`config.mk`:
```
export PLATFORM = sky130hd
export DESIGN_NAME = issue_top
export DESIGN_NICKNAME = d
export VERILOG_FILES = /design/src/rtl/issue_pkg.sv /design/src/rtl/csr_pkg.sv /design/src/rtl/pair_check.sv /design/src/rtl/issue_stage.sv /design/src/rtl/reg_file.sv /design/src/rtl/csr_file.sv /design/src/rtl/operand_read.sv /design/src/rtl/issue_top.sv
export SDC_FILE = /design/constraint.sdc
export NUM_CORES = 2
export LEC_CHECK = 0
export ABC_AREA = 1
export BUFFER_PORTS_ARGS = -buffer_cell sky130_fd_sc_hd__buf_2
export CORE_MARGIN = 2
export CORE_UTILIZATION = 30
export CTS_BUF_LIST = sky130_fd_sc_hd__clkbuf_8
export DETAILED_ROUTE_END_ITERATION = 6
export MAX_ROUTING_LAYER = met4
export PLACE_DENSITY_LB_ADDON = 0.25
export SLEW_MARGIN = 30
export SYNTH_ARGS = -nofsm -noshare
export SYNTH_HDL_FRONTEND = slang
export SYNTH_SLANG_ARGS = --single-unit
```
`constraint.sdc`:
```
create_clock -name clock -period 7.2 [get_ports clock]
set_input_delay 1.44 -clock clock [delete_from_list [all_inputs] [get_ports clock]]
set_output_delay 1.44 -clock clock [all_outputs]
set_load 0.01 [all_outputs]
```
`src/rtl/issue_pkg.sv`:
```
`default_nettype none

package issue_pkg;

  localparam int reg_addr_w = 5;
  localparam int reg_count  = 32;
  localparam int xlen       = 32;
  localparam int csr_addr_w = 12;

  // Operation class as seen by the issue logic
  typedef enum logic [3:0] {
    op_none,
    op_alu,
    op_load,
    op_store,
    op_jump,
    op_fence,
    op_csr_read,
    op_csr_write,
    op_div,
    op_fpu
  } op_class_t;

endpackage

`default_nettype wire

```
`src/rtl/csr_pkg.sv`:
```
`default_nettype none

package csr_pkg;

  localparam logic [issue_pkg::csr_addr_w-1:0] csr_fflags   = 12'h001;
  localparam logic [issue_pkg::csr_addr_w-1:0] csr_frm      = 12'h002;
  localparam logic [issue_pkg::csr_addr_w-1:0] csr_fcsr     = 12'h003;
  localparam logic [issue_pkg::csr_addr_w-1:0] csr_mstatus  = 12'h300;
  localparam logic [issue_pkg::csr_addr_w-1:0] csr_mscratch = 12'h340;

  localparam int fs_lsb   = 13;  // mstatus.fs at 14:13
  localparam int fflags_w = 5;

  typedef enum logic [1:0] {
    fs_off,
    fs_initial,
    fs_clean,
    fs_dirty
  } fs_state_t;

  localparam int rm_w = 3;
  localparam logic [rm_w-1:0] rm_dynamic = 3'd7;  // Take rounding mode from frm

endpackage

`default_nettype wire

```
`src/rtl/pair_check.sv`:
```
`timescale 1ns/100ps
`default_nettype none

module pair_check (
  input  issue_pkg::op_class_t             s0_class,
  input  issue_pkg::op_class_t             s1_class,
  input  logic                             s0_wren,
  input  logic                             s1_rden1,
  input  logic                             s1_rden2,
  input  logic [issue_pkg::reg_addr_w-1:0] s0_waddr,
  input  logic [issue_pkg::reg_addr_w-1:0] s1_raddr1,
  input  logic [issue_pkg::reg_addr_w-1:0] s1_raddr2,
  output logic                             pair_ok
);
  import issue_pkg::*;

  logic raw_dep;
  logic mem_pair;
  logic special;

  function automatic logic is_mem(input op_class_t c);
    return c == op_load || c == op_store;
  endfunction

  // Classes that need the single special unit
  function automatic logic is_special(input op_class_t c);
    return c == op_jump || c == op_fence || c == op_csr_read ||
           c == op_csr_write || c == op_div;
  endfunction

  always_comb begin
    raw_dep  = s0_wren && s0_waddr != '0 &&
               ((s1_rden1 && s1_raddr1 == s0_waddr) ||
                (s1_rden2 && s1_raddr2 == s0_waddr));
    mem_pair = is_mem(s0_class) && is_mem(s1_class);
    special  = is_special(s0_class) || is_special(s1_class);
    pair_ok  = !raw_dep && !mem_pair && !special;
  end

endmodule

`default_nettype wire

```
`src/rtl/issue_stage.sv`:
```
`timescale 1ns/100ps
`default_nettype none

module issue_stage (
  input  logic                             clock,
  input  logic                             reset,
  input  issue_pkg::op_class_t             s0_class,
  input  issue_pkg::op_class_t             s1_class,
  input  logic                             s0_rden1, s0_rden2, s0_wren,
  input  logic                             s1_rden1, s1_rden2, s1_wren,
  input  logic [issue_pkg::reg_addr_w-1:0] s0_raddr1, s0_raddr2, s0_waddr,
  input  logic [issue_pkg::reg_addr_w-1:0] s1_raddr1, s1_raddr2, s1_waddr,
  input  logic [csr_pkg::rm_w-1:0]         s0_rm, s1_rm,
  input  logic [issue_pkg::csr_addr_w-1:0] s0_caddr,
  input  logic                             pair_ok,
  input  issue_pkg::op_class_t             ex_class0, ex_class1,
  input  logic [issue_pkg::reg_addr_w-1:0] ex_waddr0, ex_waddr1,
  input  logic                             mem_csr_write,
  input  logic                             div_busy,
  input  logic                             flush,
  input  csr_pkg::fs_state_t               fs,
  input  logic [csr_pkg::rm_w-1:0]         frm,
  output logic                             stall,
  output logic                             halt,
  output logic                             i0_valid, i1_valid,
  output issue_pkg::op_class_t             i0_class, i1_class,
  output logic [issue_pkg::reg_addr_w-1:0] i0_raddr1, i0_raddr2, i0_waddr,
  output logic [issue_pkg::reg_addr_w-1:0] i1_raddr1, i1_raddr2, i1_waddr,
  output logic [csr_pkg::rm_w-1:0]         i0_rm, i1_rm,
  output logic [issue_pkg::csr_addr_w-1:0] i0_caddr
);
  import issue_pkg::*;
  import csr_pkg::*;

  logic            s0_live, s1_live;
  logic            csr_busy, load_hit, flag_hit;
  op_class_t       s0_cls, s1_cls;
  logic [rm_w-1:0] s0_rm_fix, s1_rm_fix;

  // True when an enabled source matches wa
  function automatic logic reads(input logic en1, input logic [reg_addr_w-1:0] a1,
                                 input logic en2, input logic [reg_addr_w-1:0] a2,
                                 input logic [reg_addr_w-1:0] wa);
    return wa != '0 && ((en1 && a1 == wa) || (en2 && a2 == wa));
  endfunction

  function automatic logic load_dep(input op_class_t c, input logic [reg_addr_w-1:0] wa);
    return c == op_load &&
           (reads(s0_live && s0_rden1, s0_raddr1, s0_live && s0_rden2, s0_raddr2, wa) ||
            reads(s1_live && s1_rden1, s1_raddr1, s1_live && s1_rden2, s1_raddr2, wa));
  endfunction

  assign s0_live = s0_class != op_none;
  assign s1_live = s1_class != op_none;

  always_comb begin
    csr_busy = ex_class0 == op_csr_write || ex_class1 == op_csr_write || mem_csr_write;
    load_hit = load_dep(ex_class0, ex_waddr0) || load_dep(ex_class1, ex_waddr1);
    flag_hit = s0_class == op_csr_read &&
               (s0_caddr == csr_fflags || s0_caddr == csr_fcsr) &&
               (ex_class0 == op_fpu || ex_class1 == op_fpu);
    stall    = !flush && (csr_busy || div_busy || load_hit || flag_hit);
    halt     = !flush && s0_live && s1_live && !pair_ok;
  end

  // FPU off squashes fpu ops, then dynamic rm resolves to frm
  always_comb begin
    s0_cls    = s0_class;
    s1_cls    = s1_class;
    s0_rm_fix = s0_rm;
    s1_rm_fix = s1_rm;
    if (fs == fs_off && s0_class == op_fpu) begin
      s0_cls    = op_none;
      s0_rm_fix = '0;
    end
    if (fs == fs_off && s1_class == op_fpu) begin
      s1_cls    = op_none;
      s1_rm_fix = '0;
    end
    if (s0_rm_fix == rm_dynamic) s0_rm_fix = frm;
    if (s1_rm_fix == rm_dynamic) s1_rm_fix = frm;
  end

  always_ff @(posedge clock) begin
    if (!reset || stall || flush) begin
      i0_valid <= 1'b0;
      i1_valid <= 1'b0;
    end else begin
      i0_valid <= s0_live;
      i1_valid <= s1_live && !halt;  // Halt sends slot 0 alone
    end
  end

  // Disabled sources and destinations go to x0
  always_ff @(posedge clock) begin
    i0_class  <= s0_cls;
    i0_raddr1 <= s0_rden1 ? s0_raddr1 : '0;
    i0_raddr2 <= s0_rden2 ? s0_raddr2 : '0;
    i0_waddr  <= s0_wren ? s0_waddr : '0;
    i0_rm     <= s0_rm_fix;
    i0_caddr  <= s0_caddr;
    i1_class  <= s1_cls;
    i1_raddr1 <= s1_rden1 ? s1_raddr1 : '0;
    i1_raddr2 <= s1_rden2 ? s1_raddr2 : '0;
    i1_waddr  <= s1_wren ? s1_waddr : '0;
    i1_rm     <= s1_rm_fix;
  end

  // Decode must never leave slot 0 empty while slot 1 is filled
  a_slot_order: assert property (@(posedge clock) disable iff (!reset)
    i1_valid |-> i0_valid)
    else $error("i1_valid without i0_valid");

endmodule

`default_nettype wire

```
`src/rtl/reg_file.sv`:
```
`timescale 1ns/100ps
`default_nettype none

module reg_file (
  input  logic                             clock,
  input  logic                             reset,
  input  logic [issue_pkg::reg_addr_w-1:0] ra0, ra1, ra2, ra3,
  output logic [issue_pkg::xlen-1:0]       rd0, rd1, rd2, rd3,
  input  logic                             wb_wren0,
  input  logic [issue_pkg::reg_addr_w-1:0] wb_waddr0,
  input  logic [issue_pkg::xlen-1:0]       wb_wdata0,
  input  logic                             wb_wren1,
  input  logic [issue_pkg::reg_addr_w-1:0] wb_waddr1,
  input  logic [issue_pkg::xlen-1:0]       wb_wdata1
);
  import issue_pkg::*;

  logic [xlen-1:0] regs [reg_count];

  // Write-through read with port 1 ahead of port 0
  function automatic logic [xlen-1:0] read_port(input logic [reg_addr_w-1:0] a);
    if (a == '0) return '0;
    if (wb_wren1 && wb_waddr1 == a) return wb_wdata1;
    if (wb_wren0 && wb_waddr0 == a) return wb_wdata0;
    return regs[a];
  endfunction

  always_comb begin
    rd0 = read_port(ra0);
    rd1 = read_port(ra1);
    rd2 = read_port(ra2);
    rd3 = read_port(ra3);
  end

  always_ff @(posedge clock) begin
    if (!reset) begin
      for (int i = 0; i < reg_count; i++) begin
        regs[i] <= '0;
      end
    end else begin
      if (wb_wren0 && wb_waddr0 != '0) regs[wb_waddr0] <= wb_wdata0;
      if (wb_wren1 && wb_waddr1 != '0) regs[wb_waddr1] <= wb_wdata1;  // Later one wins
    end
  end

endmodule

`default_nettype wire

```
`src/rtl/csr_file.sv`:
```
`timescale 1ns/100ps
`default_nettype none

module csr_file (
  input  logic                             clock,
  input  logic                             reset,
  input  logic [issue_pkg::csr_addr_w-1:0] craddr,
  input  logic                             csr_wren,
  input  logic [issue_pkg::csr_addr_w-1:0] csr_waddr,
  input  logic [issue_pkg::xlen-1:0]       csr_wdata,
  output logic [issue_pkg::xlen-1:0]       cdata,
  output csr_pkg::fs_state_t               fs,
  output logic [csr_pkg::rm_w-1:0]         frm
);
  import issue_pkg::*;
  import csr_pkg::*;

  fs_state_t           fs_n;
  logic [rm_w-1:0]     frm_n;
  logic [fflags_w-1:0] fflags, fflags_n;
  logic [xlen-1:0]     mscratch, mscratch_n;

  // Next state that also feeds the write-through read
  always_comb begin
    fs_n       = fs;
    frm_n      = frm;
    fflags_n   = fflags;
    mscratch_n = mscratch;
    if (csr_wren) begin
      case (csr_waddr)
        csr_mstatus:  fs_n = fs_state_t'(csr_wdata[fs_lsb +: 2]);
        csr_fflags:   fflags_n = csr_wdata[fflags_w-1:0];
        csr_frm:      frm_n = csr_wdata[rm_w-1:0];
        csr_fcsr: begin
          frm_n    = csr_wdata[fflags_w +: rm_w];
          fflags_n = csr_wdata[fflags_w-1:0];
        end
        csr_mscratch: mscratch_n = csr_wdata;
        default: ;
      endcase
    end
  end

  always_comb begin
    case (craddr)
      csr_mstatus:  cdata = xlen'(fs_n) << fs_lsb;
      csr_fflags:   cdata = xlen'(fflags_n);
      csr_frm:      cdata = xlen'(frm_n);
      csr_fcsr:     cdata = xlen'({frm_n, fflags_n});
      csr_mscratch: cdata = mscratch_n;
      default:      cdata = '0;  // Unimplemented
    endcase
  end

  always_ff @(posedge clock) begin
    if (!reset) begin
      fs     <= fs_off;
      frm    <= '0;
      fflags <= '0;
    end else begin
      fs     <= fs_n;
      frm    <= frm_n;
      fflags <= fflags_n;
    end
  end

  always_ff @(posedge clock) begin
    mscratch <= mscratch_n;
  end

endmodule

`default_nettype wire

```
`src/rtl/operand_read.sv`:
```
`timescale 1ns/100ps
`default_nettype none

module operand_read (
  input  logic                             clock,
  input  logic                             reset,
  input  logic                             flush,
  input  logic                             i0_valid, i1_valid,
  input  issue_pkg::op_class_t             i0_class, i1_class,
  input  logic [issue_pkg::reg_addr_w-1:0] i0_raddr1, i0_raddr2, i0_waddr,
  input  logic [issue_pkg::reg_addr_w-1:0] i1_raddr1, i1_raddr2, i1_waddr,
  input  logic [csr_pkg::rm_w-1:0]         i0_rm, i1_rm,
  input  logic [issue_pkg::csr_addr_w-1:0] i0_caddr,
  output logic [issue_pkg::reg_addr_w-1:0] ra0, ra1, ra2, ra3,
  output logic [issue_pkg::csr_addr_w-1:0] craddr,
  input  logic [issue_pkg::xlen-1:0]       rd0, rd1, rd2, rd3,
  input  logic [issue_pkg::xlen-1:0]       cdata,
  output logic                             x0_valid, x1_valid,
  output issue_pkg::op_class_t             x0_class, x1_class,
  output logic [issue_pkg::reg_addr_w-1:0] x0_waddr, x1_waddr,
  output logic [issue_pkg::xlen-1:0]       x0_rs1, x0_rs2,
  output logic [issue_pkg::xlen-1:0]       x1_rs1, x1_rs2,
  output logic [csr_pkg::rm_w-1:0]         x0_rm, x1_rm,
  output logic [issue_pkg::xlen-1:0]       x0_cdata
);
  import issue_pkg::*;

  logic csr_op;

  // Ports 0/1 serve slot 0, ports 2/3 slot 1
  // Disabled sources arrive as x0 and so read zero
  assign ra0    = i0_raddr1;
  assign ra1    = i0_raddr2;
  assign ra2    = i1_raddr1;
  assign ra3    = i1_raddr2;
  assign craddr = i0_caddr;
  assign csr_op = i0_class == op_csr_read || i0_class == op_csr_write;

  always_ff @(posedge clock) begin
    if (!reset || flush) begin
      x0_valid <= 1'b0;
      x1_valid <= 1'b0;
    end else begin
      x0_valid <= i0_valid;
      x1_valid <= i1_valid;
    end
  end

  always_ff @(posedge clock) begin
    x0_class <= i0_class;
    x0_waddr <= i0_waddr;
    x0_rs1   <= rd0;
    x0_rs2   <= rd1;
    x0_rm    <= i0_rm;
    x0_cdata <= csr_op ? cdata : '0;  // Only CSR ops carry CSR data
    x1_class <= i1_class;
    x1_waddr <= i1_waddr;
    x1_rs1   <= rd2;
    x1_rs2   <= rd3;
    x1_rm    <= i1_rm;
  end

endmodule

`default_nettype wire

```
`src/rtl/issue_top.sv`:
```
`timescale 1ns/100ps
`default_nettype none

module issue_top (
  input  logic                             clock,
  input  logic                             reset,
  input  issue_pkg::op_class_t             s0_class, s1_class,
  input  logic                             s0_rden1, s0_rden2, s0_wren,
  input  logic                             s1_rden1, s1_rden2, s1_wren,
  input  logic [issue_pkg::reg_addr_w-1:0] s0_raddr1, s0_raddr2, s0_waddr,
  input  logic [issue_pkg::reg_addr_w-1:0] s1_raddr1, s1_raddr2, s1_waddr,
  input  logic [csr_pkg::rm_w-1:0]         s0_rm, s1_rm,
  input  logic [issue_pkg::csr_addr_w-1:0] s0_caddr,
  input  issue_pkg::op_class_t             ex_class0, ex_class1,
  input  logic [issue_pkg::reg_addr_w-1:0] ex_waddr0, ex_waddr1,
  input  logic                             mem_csr_write,
  input  logic                             div_busy,
  input  logic                             flush,
  input  logic                             wb_wren0, wb_wren1,
  input  logic [issue_pkg::reg_addr_w-1:0] wb_waddr0, wb_waddr1,
  input  logic [issue_pkg::xlen-1:0]       wb_wdata0, wb_wdata1,
  input  logic                             csr_wren,
  input  logic [issue_pkg::csr_addr_w-1:0] csr_waddr,
  input  logic [issue_pkg::xlen-1:0]       csr_wdata,
  output logic                             stall,
  output logic                             halt,
  output logic                             x0_valid, x1_valid,
  output issue_pkg::op_class_t             x0_class, x1_class,
  output logic [issue_pkg::reg_addr_w-1:0] x0_waddr, x1_waddr,
  output logic [issue_pkg::xlen-1:0]       x0_rs1, x0_rs2,
  output logic [issue_pkg::xlen-1:0]       x1_rs1, x1_rs2,
  output logic [csr_pkg::rm_w-1:0]         x0_rm, x1_rm,
  output logic [issue_pkg::xlen-1:0]       x0_cdata
);
  import issue_pkg::*;
  import csr_pkg::*;

  logic                  pair_ok;
  logic                  i0_valid, i1_valid;
  op_class_t             i0_class, i1_class;
  logic [reg_addr_w-1:0] i0_raddr1, i0_raddr2, i0_waddr;
  logic [reg_addr_w-1:0] i1_raddr1, i1_raddr2, i1_waddr;
  logic [rm_w-1:0]       i0_rm, i1_rm;
  logic [csr_addr_w-1:0] i0_caddr;
  logic [reg_addr_w-1:0] ra0, ra1, ra2, ra3;
  logic [xlen-1:0]       rd0, rd1, rd2, rd3;
  logic [csr_addr_w-1:0] craddr;
  logic [xlen-1:0]       cdata;
  fs_state_t             fs;
  logic [rm_w-1:0]       frm;

  // Port names match the nets one for one
  pair_check   u_pair_check   (.*);
  issue_stage  u_issue_stage  (.*);
  reg_file     u_reg_file     (.*);
  csr_file     u_csr_file     (.*);
  operand_read u_operand_read (.*);

endmodule

`default_nettype wire

```
==> flow_summary.json <==
{
  "hold_start": "u_issue_stage.i1_waddr[3]",
  "fin_ws_ns": 2.99,
  "fmax_mhz": 237,
  "dp.cells": 15600,
  "grtUsageTotal_pct": 33.4,
  "fin_setup_tns_ns": 0,
  "crit_slowest_cell": "nand2_2",
  "first_pass_iters": 7,
  "grt_pass1_vias": 90600,
  "gr-total-overflow": 0,
  "setup_viol": 0,
  "rsz0062_at_grt": "false",
  "cp.required_ns": 8.00,
  "cts_max_path_buffers": 4,
  "synth_cells": 12300,
  "crit_path_end_kind": "flip-flop",
  "violations": "DRC",
  "place_congestion": 0.988,
  "post-route-drc-count": 5,
  "detail_route.wl_per_cell_um": 32.1,
  "syn-cell-area_um2": 90200,
  "hold_buffers": 0,
  "via_per_inst": 6.24,
  "grt_max_degree": 234,
  "chipHeight_um": 552,
  "drt-total-wl_mm": 518,
  "tightestPinTransition_ns": 1.15,
  "min_path_type": "reg -> reg",
  "drtIter0Drc": 17200,
  "grt_first_pass_wirelength_mm": 714,
  "peakVddDrop_v": 0.000156,
  "cts_tree": "built",
  "start_util_pct": 30.1,
  "clk_pin_slew_ns": 0.06,
  "dieWidth_um": 552,
  "port_buffers": 393,
  "drv_slew": 0,
  "max-slew-margin-rel_pct": 23.5,
  "cpPeakStageDelay_ns": 0.86,
  "p_leak_nw": 35.9,
  "critical_path.cell_chain": "buf_2 -> nand2_2 -> nor3_4 -> nand2_2 -> nand2_2 -> buf_4 -> o22ai_1",
  "r2r_start": "u_issue_stage.i1_raddr2[1]",
  "ctsResizeCount": 0,
  "area_growth_pct": 10.4,
  "skew_ns": 0.113,
  "pre_cts_slack_ns": 1.93,
  "antenna_found_initial": 57,
  "crit_fanout": 31,
  "fp-row-count": 201,
  "core_um2": 300000,
  "die_area_um2": 305000,
  "cts_inserted_buffers": 243,
  "post_cts_buffers": 0,
  "ys_types": 39,
  "fin_crit_ns": 4.21,
  "period_share_pct": 58.5,
  "final_hold_viol_count": 0,
  "crit_type": "in -> reg",
  "cts.htree.levels": 4,
  "avgSynthCellArea_um2": 7.33,
  "nets": 12100,
  "clock_sinks": 1310,
  "clock_latency_ns": 1.15,
  "hpwlAfterDp_mm": 322,
  "ys_ff_latch": 1310,
  "maxCapViolCount": 0,
  "yosysWarnings": 0,
  "finalPower_mw": 21.4,
  "power.density_nw_per_um2": 215,
  "startpoint": "reset",
  "status": "finished, violations left",
  "ys_seq_area_share_pct": 40.5,
  "cts_root_buf": "clkbuf_8",
  "worst-endpoint-arrival_ns": 5.01,
  "path_common_cell": "nand2_2",
  "vias": 101000,
  "finalNonFillerCells": 16200,
  "layout-drive-gt1-share_pct": 9.97,
  "pin_count": 394,
  "ant_nets": 0,
  "startpoint_type": "primary input"
}
[sequential cells by signal, summed over array words and instances (netlist names), 12 cells and up]
name,flops
u_issue_stage.i0_caddr,12
u_operand_read.x1_rs2,32
u_csr_file.mscratch,32
u_operand_read.x0_cdata,32
u_reg_file.regs,1024
u_operand_read.x0_rs2,32
u_operand_read.x0_rs1,32
u_operand_read.x1_rs1,32
[report_power, final]
part	internal [mW]	leakage (nW)	switching (mW)
Clock	3.99	2.79	3.76
Sequential	8.67	12.2	0.464
Combinational	1.11	20.9	3.42
[path summary, 6_finish.rpt]
kind,end,slack [ns],cells after the start
max,u_reg_file.regs[1][17],2.99,7
max reg2reg,u_operand_read.x1_rs2[13],3.09,10
min reg2reg,u_operand_read.x1_waddr[3],0.32,0
min,u_operand_read.x1_waddr[3],0.32,0
[kinds of logic (layout without fill, tap and decap cells)]
logic type	count (synthesis)	after routing	synth area share, %
compound gates	4601	4601	30.0
xor+xnor	39	39	0.379
buf+inv	2099	1894	9.70
flops	1310	1310	40.5
mux	2	2	0.0222
other cells	1	96	0.00416
simple gates	4255	4255	19.5
[metal layers]
layer	part of all wire, %	global-route usage, %
met1	36	39.0
met4	9.7	27.5
met2	42	47.2
met5	0	-
met3	13	9.86
[synth_stat cells, drive strengths merged]
cell type     n  area, um^2
a21boi        3        22.5
a21oi      1335        6680
a311oi        2        17.5
a31oi         1        6.26
buf         681        3420
clkbuf      654        2460
clkinv        6        22.5
conb          1        3.75
dfxtp       286        5730
edfxtp     1024       30700
inv         758        2850
mux2i         2        20.0
nand2      2493        9360
nand3      1074        5400
nand3b       11        82.6
nand4        23         144
nor2        621        2350
nor3         29         194
nor4          4        25.0
o211ai     1140        8560
o21ai      1226        6140
o21bai        1        7.51
o22ai       887        5550
o311a         1        10.0
o31ai         4        30.0
o41ai         1        8.76
xnor2        24         210
xor2         15         131
[area by class of cell]
type / instances / area (um^2)
inverter: 764 / 2900
fill: 32100 / 200000
sequential: 1310 / 36500
clock buffer: 278 / 3830
timing repair buffer: 689 / 4570
multi-input combinational: 8929 / 45500
tap: 3958 / 4950
antenna: 64 / 160
clock inverter: 163 / 1090
[metrics by stage]
step / utilization (%) / hold WS [ns] / instance area [um^2]
after global placement: 31.5 / 0.310 / 94200
after detailed placement: 31.5 / 0.312 / 94300
after floorplan: - / 0.310 / 90300
final: 33.2 / 0.318 / 99500
after global routing: 33.2 / 0.316 / 99500
after CTS: 33.1 / 0.317 / 99200
[cells in the final DEF (no fill, tap or decap), types with 11 or more instances in the layout]
| master | netlist | final |
|---|---|---|
| xor2_1 | 15 | 15 |
| inv_1 | 735 | 751 |
| nand4_1 | 23 | 23 |
| buf_2 | 518 | 393 |
| nand3b_1 | 11 | 11 |
| o21ai_0 | 1166 | 1166 |
| dfxtp_4 | 0 | 16 |
| a21oi_1 | 1335 | 1335 |
| diode_2 | 0 | 64 |
| nand3_1 | 1069 | 1051 |
| o211ai_1 | 1140 | 1140 |
| nor2_1 | 613 | 610 |
| conb_1 | 1 | 32 |
| edfxtp_1 | 1024 | 1024 |
| buf_4 | 12 | 266 |
| nand2_4 | 0 | 14 |
| o21ai_1 | 60 | 60 |
| nand2_2 | 1 | 31 |
| clkinv_1 | 6 | 42 |
| bufinv_16 | 0 | 13 |
| buf_12 | 0 | 25 |
| nand2_1 | 2492 | 2447 |
| o22ai_1 | 887 | 887 |
| nor3_1 | 23 | 20 |
| nand3_2 | 5 | 13 |
| inv_4 | 0 | 11 |
| dfxtp_1 | 286 | 266 |
| clkinv_2 | 0 | 50 |
| inv_2 | 23 | 48 |
| clkbuf_8 | 0 | 278 |
| xnor2_1 | 24 | 24 |
[critical path: cells and delay by family]
kind	cells	cell delay, ns
and+or+nand+nor	4	2.27
buffers and inverters	2	1.09
AOI/OAI and AO/OA	1	0.13
No activity file was read; power rests on OpenSTA's default activity.
